--- src/design/ads_pkg.sv ---
package ads_pkg;

	// ========================================
	// Frame geometry
	// ========================================
	localparam int NUM_CHANNELS = 2;      // ADS1292 has two channels
	localparam int SAMPLE_W     = 24;     // Bits per sample and per status word
	// Status word on top, then ch0, then ch1
	localparam int FRAME_W      = SAMPLE_W * (NUM_CHANNELS + 1);

	// Top nibble of every good status word
	localparam logic [3:0] STATUS_SYNC = 4'hC;

	// ========================================
	// Filter and output tagging
	// ========================================
	localparam int WINDOW_LOG2 = 2;       // 4-sample moving average
	localparam int CHAN_W      = 1;       // Enough bits for NUM_CHANNELS

	// Two's complement sample as delivered by the ADC
	typedef logic signed [SAMPLE_W-1:0] sample_t;

	// Channel number sent along with each result
	typedef logic [CHAN_W-1:0] chan_t;

	// Output handshake FSM
	typedef enum logic [1:0] {
		COLL_IDLE,      // Waiting for a pending lane
		COLL_REQ,       // Request up, result on the bus
		COLL_RELEASE    // Waiting for the host to drop ack
	} coll_state_t;

endpackage

--- src/design/ads_frame_splitter.sv ---
`timescale 1ns/1ps

module ads_frame_splitter (
	input  logic                             CLOCK_50M,
	input  logic                             rstn_btn,
	input  logic [ads_pkg::FRAME_W-1:0]      i_frame,          // Raw 72-bit SPI frame
	input  logic                             i_frame_valid,    // Single-cycle strobe
	input  logic [ads_pkg::NUM_CHANNELS-1:0] i_lane_pending,   // Lanes still holding a result
	output ads_pkg::sample_t                 o_lane_sample [ads_pkg::NUM_CHANNELS],
	output logic [ads_pkg::NUM_CHANNELS-1:0] o_lane_load,
	output logic [7:0]                       o_bad_frames,     // Saturating count
	output logic                             o_overrun         // Sticky until reset
);
	import ads_pkg::*;

	logic sync_ok;
	logic lanes_busy;
	logic accept;

	// ========================================
	// Frame qualification
	// ========================================
	assign sync_ok = (i_frame[FRAME_W-1 -: 4] == STATUS_SYNC);

	// A load already in flight counts as busy too
	// since pending only shows up one cycle after load
	assign lanes_busy = (|i_lane_pending) | (|o_lane_load);

	assign accept = i_frame_valid & sync_ok & ~lanes_busy;

	// Channel slices of the accepted frame
	always_ff @(posedge CLOCK_50M) begin
		if (accept) begin
			for (int k = 0; k < NUM_CHANNELS; k++) begin
				o_lane_sample[k] <= i_frame[FRAME_W-1-SAMPLE_W*(k+1) -: SAMPLE_W];
			end
		end
	end

	// ========================================
	// Strobes and status
	// ========================================
	always_ff @(posedge CLOCK_50M or negedge rstn_btn) begin
		if (!rstn_btn) begin
			o_lane_load  <= '0;
			o_bad_frames <= 8'd0;
			o_overrun    <= 1'b0;
		end else begin
			o_lane_load <= {NUM_CHANNELS{accept}};   // All lanes together

			// Lost sync, count it but never wrap
			if (i_frame_valid && !sync_ok && (o_bad_frames != 8'hFF))
				o_bad_frames <= o_bad_frames + 8'd1;

			// Good frame but no room for it
			if (i_frame_valid && sync_ok && lanes_busy)
				o_overrun <= 1'b1;
		end
	end

endmodule

--- src/design/ads_channel_filter.sv ---
`timescale 1ns/1ps

module ads_channel_filter (
	input  logic             CLOCK_50M,
	input  logic             rstn_btn,
	input  ads_pkg::sample_t i_sample,   // New sample from the splitter
	input  logic             i_load,     // Shift i_sample into the window
	input  logic             i_take,     // Collector grabbed o_result
	output ads_pkg::sample_t o_result,   // Floored window average
	output logic             o_pending   // Result not yet taken
);
	import ads_pkg::*;

	localparam int DEPTH = 1 << WINDOW_LOG2;      // Window length
	localparam int SUM_W = SAMPLE_W + WINDOW_LOG2; // Sum never overflows

	sample_t                  hist [DEPTH];   // hist[0] is the newest
	logic signed [SUM_W-1:0]  run_sum;        // Sum of hist entries
	logic signed [SUM_W-1:0]  next_sum;

	// ========================================
	// Running window sum
	// ========================================
	// Oldest sample leaves, new one enters
	always_comb begin
		next_sum = run_sum;
		next_sum = next_sum + i_sample;
		next_sum = next_sum - hist[DEPTH-1];
	end

	always_ff @(posedge CLOCK_50M or negedge rstn_btn) begin
		if (!rstn_btn) begin
			for (int i = 0; i < DEPTH; i++) begin
				hist[i] <= '0;
			end
			run_sum <= '0;
		end else if (i_load) begin
			hist[0] <= i_sample;
			for (int i = 1; i < DEPTH; i++) begin
				hist[i] <= hist[i-1];    // Age the window
			end
			run_sum <= next_sum;
		end
	end

	// Dropping the low bits of a signed sum floors toward minus infinity
	always_ff @(posedge CLOCK_50M) begin
		if (i_load)
			o_result <= next_sum[SUM_W-1:WINDOW_LOG2];
	end

	// ========================================
	// Result handshake with the collector
	// ========================================
	always_ff @(posedge CLOCK_50M or negedge rstn_btn) begin
		if (!rstn_btn)
			o_pending <= 1'b0;
		else if (i_load)
			o_pending <= 1'b1;   // Fresh result
		else if (i_take)
			o_pending <= 1'b0;
	end

endmodule

--- src/design/ads_result_collector.sv ---
`timescale 1ns/1ps

module ads_result_collector (
	input  logic                             CLOCK_50M,
	input  logic                             rstn_btn,
	input  ads_pkg::sample_t                 i_lane_result [ads_pkg::NUM_CHANNELS],
	input  logic [ads_pkg::NUM_CHANNELS-1:0] i_lane_pending,
	output logic [ads_pkg::NUM_CHANNELS-1:0] o_lane_take,   // One-cycle capture strobe
	output logic                             o_req,         // Four-phase request
	input  logic                             i_ack,         // Host acknowledge
	output ads_pkg::chan_t                   o_chan,        // Channel tag of o_data
	output ads_pkg::sample_t                 o_data
);
	import ads_pkg::*;

	coll_state_t state;
	logic        grant_valid;   // Some lane is pending
	chan_t       grant_idx;     // Lowest pending lane
	logic        capture;

	// ========================================
	// Fixed priority select
	// ========================================
	// Walk downward so the lowest index is assigned last and wins
	always_comb begin
		grant_valid = 1'b0;
		grant_idx   = '0;
		for (int k = NUM_CHANNELS - 1; k >= 0; k--) begin
			if (i_lane_pending[k]) begin
				grant_valid = 1'b1;
				grant_idx   = chan_t'(k);
			end
		end
	end

	// Never start a new request while ack is still up
	assign capture = (state == COLL_IDLE) && grant_valid && !i_ack;

	// Take goes out in the capture cycle itself
	always_comb begin
		o_lane_take = '0;
		if (capture)
			o_lane_take[grant_idx] = 1'b1;
	end

	// ========================================
	// Four-phase output FSM
	// ========================================
	always_ff @(posedge CLOCK_50M or negedge rstn_btn) begin
		if (!rstn_btn) begin
			state <= COLL_IDLE;
			o_req <= 1'b0;
		end else begin
			case (state)
				COLL_IDLE: begin
					if (capture) begin
						o_req <= 1'b1;          // Data is latched on the same edge
						state <= COLL_REQ;
					end
				end
				COLL_REQ: begin
					if (i_ack) begin
						o_req <= 1'b0;          // Host has the word
						state <= COLL_RELEASE;
					end
				end
				COLL_RELEASE: begin
					if (!i_ack)
						state <= COLL_IDLE;     // Handshake complete
				end
				default: begin
					o_req <= 1'b0;
					state <= COLL_IDLE;
				end
			endcase
		end
	end

	// Payload held steady for the whole request
	always_ff @(posedge CLOCK_50M) begin
		if (capture) begin
			o_chan <= grant_idx;
			o_data <= i_lane_result[grant_idx];
		end
	end

endmodule

--- src/design/ads_filter_top.sv ---
`timescale 1ns/1ps

module ads_filter_top (
	input  logic                        CLOCK_50M,
	input  logic                        rstn_btn,
	// Frame from the SPI controller
	input  logic [ads_pkg::FRAME_W-1:0] i_frame,
	input  logic                        i_frame_valid,
	// Host side, four-phase
	output logic                        o_req,
	input  logic                        i_ack,
	output ads_pkg::chan_t              o_chan,
	output ads_pkg::sample_t            o_data,
	// Status
	output logic [7:0]                  o_bad_frames,
	output logic                        o_overrun
);
	import ads_pkg::*;

	sample_t                 lane_sample [NUM_CHANNELS];   // Splitter to filters
	sample_t                 lane_result [NUM_CHANNELS];   // Filters to collector
	logic [NUM_CHANNELS-1:0] lane_load;
	logic [NUM_CHANNELS-1:0] lane_pending;
	logic [NUM_CHANNELS-1:0] lane_take;

	// ========================================
	// Frame check and fan-out
	// ========================================
	ads_frame_splitter u_splitter (
		.CLOCK_50M      (CLOCK_50M),
		.rstn_btn       (rstn_btn),
		.i_frame        (i_frame),
		.i_frame_valid  (i_frame_valid),
		.i_lane_pending (lane_pending),
		.o_lane_sample  (lane_sample),
		.o_lane_load    (lane_load),
		.o_bad_frames   (o_bad_frames),
		.o_overrun      (o_overrun)
	);

	// One moving-average filter per channel
	for (genvar k = 0; k < NUM_CHANNELS; k++) begin : g_lane
		ads_channel_filter u_filter (
			.CLOCK_50M (CLOCK_50M),
			.rstn_btn  (rstn_btn),
			.i_sample  (lane_sample[k]),
			.i_load    (lane_load[k]),
			.i_take    (lane_take[k]),
			.o_result  (lane_result[k]),
			.o_pending (lane_pending[k])
		);
	end

	// Drains results to the host
	ads_result_collector u_collector (
		.CLOCK_50M      (CLOCK_50M),
		.rstn_btn       (rstn_btn),
		.i_lane_result  (lane_result),
		.i_lane_pending (lane_pending),
		.o_lane_take    (lane_take),
		.o_req          (o_req),
		.i_ack          (i_ack),
		.o_chan         (o_chan),
		.o_data         (o_data)
	);

endmodule

--- config.mk ---
export PLATFORM = sky130hd
export DESIGN_NAME = ads_filter_top
export DESIGN_NICKNAME = d
export VERILOG_FILES = /design/src/design/ads_pkg.sv /design/src/design/ads_frame_splitter.sv /design/src/design/ads_channel_filter.sv /design/src/design/ads_result_collector.sv /design/src/design/ads_filter_top.sv
export SDC_FILE = /design/constraint.sdc
export NUM_CORES = 1
export LEC_CHECK = 0
export ABC_AREA = 1
export BUFFER_PORTS_ARGS = -buffer_cell sky130_fd_sc_hd__buf_4
export CAP_MARGIN = 20
export CORE_MARGIN = 5
export CORE_UTILIZATION = 68
export CTS_BUF_LIST = sky130_fd_sc_hd__clkbuf_8
export CTS_CLUSTER_SIZE = 16
export DETAILED_ROUTE_END_ITERATION = 8
export PLACE_DENSITY_LB_ADDON = 0.2
export SYNTH_ARGS = -nofsm -noshare
export SYNTH_HDL_FRONTEND = slang
export SYNTH_HIERARCHICAL = 1
export SYNTH_SLANG_ARGS = --single-unit
--- constraint.sdc ---
create_clock -name CLOCK_50M -period 10.65 [get_ports CLOCK_50M]
set_input_delay 1.065 -clock CLOCK_50M [delete_from_list [all_inputs] [get_ports CLOCK_50M]]
set_output_delay 1.065 -clock CLOCK_50M [all_outputs]
set_load 0.02 [all_outputs]
==> results_dict.tcl <==
set metrics [dict create \
    fillers 1944 \
    seq_area_sq_um 10120 \
    synth_edf_count 121 \
    clock_latency_ps 620 \
    fp.dieArea_sq_um 31220 \
    min_period_over_period 0.2637 \
    start_util 0.6838 \
    syn_avg_cell_area_sq_um 8.646 \
    slew_headroom 0.3276 \
    ios 111 \
    max_freq_mhz 356.0 \
    cts_root_buf "clkbuf_8" \
    cts_resized 0 \
    hold_ws_ps 466.8 \
    power_density_nw_per_um2 262.4 \
    cp-startpoint "u_splitter/o_lane_sample[36]$_DFFE_PP_" \
    diodes 0 \
    syn_to_final_growth_pct 11.93 \
    cts_hold_buf 0 \
    hp-class "flop to flop" \
    numCtsBuffers 58 \
    synth-seq-cells 380 \
    grt_pass1_wl_microns 68450 \
    drt_wl_total_microns 41320 \
    post_cts_buffers 0 \
    critPathMaxFanout 5 \
    num_rows 61 \
    fin_crit_ps 2809 \
    firstDrtPassIters 5 \
    grt_antenna_before_repair 0 \
    cts_tree "built" \
    dieWidth_microns 176.7 \
    start_kind "flop" \
    core-area_sq_um 27630 \
    layout_common_cells "nand2_1, inv_1, dfrtp_1" \
    path_class "flop to flop" \
    slew_violations 0 \
    maxCapViolCount 0 \
    layout_commonest_cell "nand2_1" \
    grt_pass1_vias 13890 \
    regToRegStartpoint "u_splitter/o_lane_sample[36]$_DFFE_PP_" \
    p_leak_nw 11.19 \
    die_y_microns 176.7 \
    status "finished clean" \
    cts.sinks 380 \
    min-delay-start "g_lane[1].u_filter/hist[78]$_DFFE_PN0P_" \
    synth_async_sr_flop_share 0.6816 \
    yosysWarnings 6 \
    rsz0062_at_grt "false" \
    multiInputGateArea_sq_um 7251 \
    cts.path.max_buffers 3 \
    ant_nets 0 \
    routabilityCongestion 0.8883 \
    setup_viol 0 \
    vdd_ir_drop_max_uv 178.6 \
    syn_inst 2185 \
    worstPathArrival_ps 3170 \
    synth_area_sq_um 18890 \
    syn_nets 2366 \
    overflow 0 \
    drcViolationCount 0 \
    vias 14020 \
    vias_per_cell 5.160 \
    fin_nets 2470 \
    ys.flop_type "dfrtp_1" \
    routedWlPerCell_microns 15.21 \
    report.final.hold_viol_count 0 \
    layout-drive-gt1-share 0.09106 \
    end_kind "flop" \
    synth_cell_types 38 \
    port_buffers 90 \
    post-dp-hpwl_microns 29030 \
    skew_ps 36.68 \
    seq_area_frac_synth 0.5354 \
    grt_usage 0.2721 \
    path_clk_slew_ps 70 \
    fin_tns_setup_ps 0 \
    htreeDepth 2 \
    grt_start_max_net_pins 192 \
    tightest_slew_ps 1009 \
    cp.required_ps 11010 \
    drtIter0Drc 1200 \
]
## cell families (layout without fill, tap and decap cells)
kind of cell    Yosys count  after routing  synth area share
xor+xnor                 33             33           0.01570
simple gates           1112           1112            0.2354
buf+inv                 399            553           0.08107
compound gates          156            156           0.04298
flops                   380            380            0.5354
fa+ha+maj               105            105           0.08941
## where the power goes
part	internal (mW)	switching [mW]	total [mW]	leakage (nW)
sequential	1.90	0.146	2.05	4.57
clock	0.605	0.560	1.16	0.682
combinational	0.783	1.56	2.34	5.93
## cell usage after synthesis (3+ instances only)
master,number,area share
xnor2_1,7,0.0032
xor2_1,25,0.012
ha_1,55,0.036
nand3_1,56,0.015
nand3b_1,5,0.0020
nand4_1,12,0.0040
inv_1,338,0.067
nor2_1,71,0.014
nor3_1,5,0.0013
inv_2,3,0.00060
and2_1,25,0.0083
buf_2,10,0.0026
clkbuf_1,42,0.0083
nor2_2,6,0.0020
o21bai_1,6,0.0024
a21oi_1,42,0.011
dfrtp_1,259,0.34
nand3_2,4,0.0021
edfxtp_1,121,0.19
o21ai_0,102,0.027
nand2_2,10,0.0033
fa_1,50,0.053
nand2_1,912,0.18
## area by class of cell
cell class / count / area share
Multi-Input combinational cell: 1406 / 0.3429
Tap cell: 378 / 0.02237
Sequential cell: 380 / 0.4785
Timing Repair Buffer: 101 / 0.04059
Inverter: 342 / 0.06095
Clock buffer: 71 / 0.04621
Clock inverter: 39 / 0.008462
## sequential cells by signal, summed over array words and instances (netlist names)
register                   flops
u_splitter/o_overrun           1
u_collector/o_chan             1
u_splitter/o_lane_load         1
u_collector/state              2
g_lane.u_filter/run_sum       52
g_lane.u_filter/o_pending      2
u_splitter/o_lane_sample      48
u_collector/o_req              1
u_splitter/o_bad_frames        8
u_collector/o_data            24
g_lane.u_filter/o_result      48
g_lane.u_filter/hist         192
## per-stage QoR
| step | worst slack, ps | cells | instance area (sq um) | utilization | total power [mW] |
|---|---|---|---|---|---|
| after detailed placement | 7828 | 2603 | 19880 | 0.7195 | 4.361 |
| after floorplan | 5542 | 2185 | 18890 | - | 3.657 |
| final | 7841 | 2717 | 21150 | 0.7653 | 5.548 |
| after global routing | 7613 | 2717 | 21150 | 0.7653 | 5.978 |
| after global placement | 7870 | 2603 | 19880 | 0.7195 | 4.275 |
| after CTS | 7819 | 2713 | 21040 | 0.7613 | 5.545 |
## critical path, stage by stage, from the launching register on
cell      delay [ps]
edfxtp_1         330
inv_1            100
fa_1             540
inv_1             40
ha_1             370
a21oi_1          310
nand2_1          160
a21oi_1          130
nand2_1          120
nand2_1          150
nand3_1          130
and2_1           190
## per-layer routing
layer,wire [microns],up-vias,share of wire,GRT usage
met5,0,-,0,0
met4,776,0,0.019,0.07253
met3,2099,54,0.051,0.04166
met2,19860,365,0.48,0.4397
met1,18580,6709,0.45,0.3943
li1,-,6893,-,-
## path summary, 6_finish.rpt
path / end / slack, ps / depth (start not counted)
setup / recovery: g_lane[0].u_filter/o_result[19]$_DFFE_PP_ / 7840 / 11
hold / removal: g_lane[1].u_filter/hist[54]$_DFFE_PN0P_ / 470 / 2
setup reg to reg: g_lane[0].u_filter/o_result[19]$_DFFE_PP_ / 7840 / 11
hold reg to reg: g_lane[1].u_filter/hist[54]$_DFFE_PN0P_ / 470 / 2
max in group asynchronous: g_lane[0].u_filter/hist[89]$_DFFE_PN0P_ / 8990 / 3
min in group asynchronous: u_splitter/o_bad_frames[5]$_DFFE_PN0P_ / 490 / 1
Note: power is estimated with default switching activity, not from simulation.
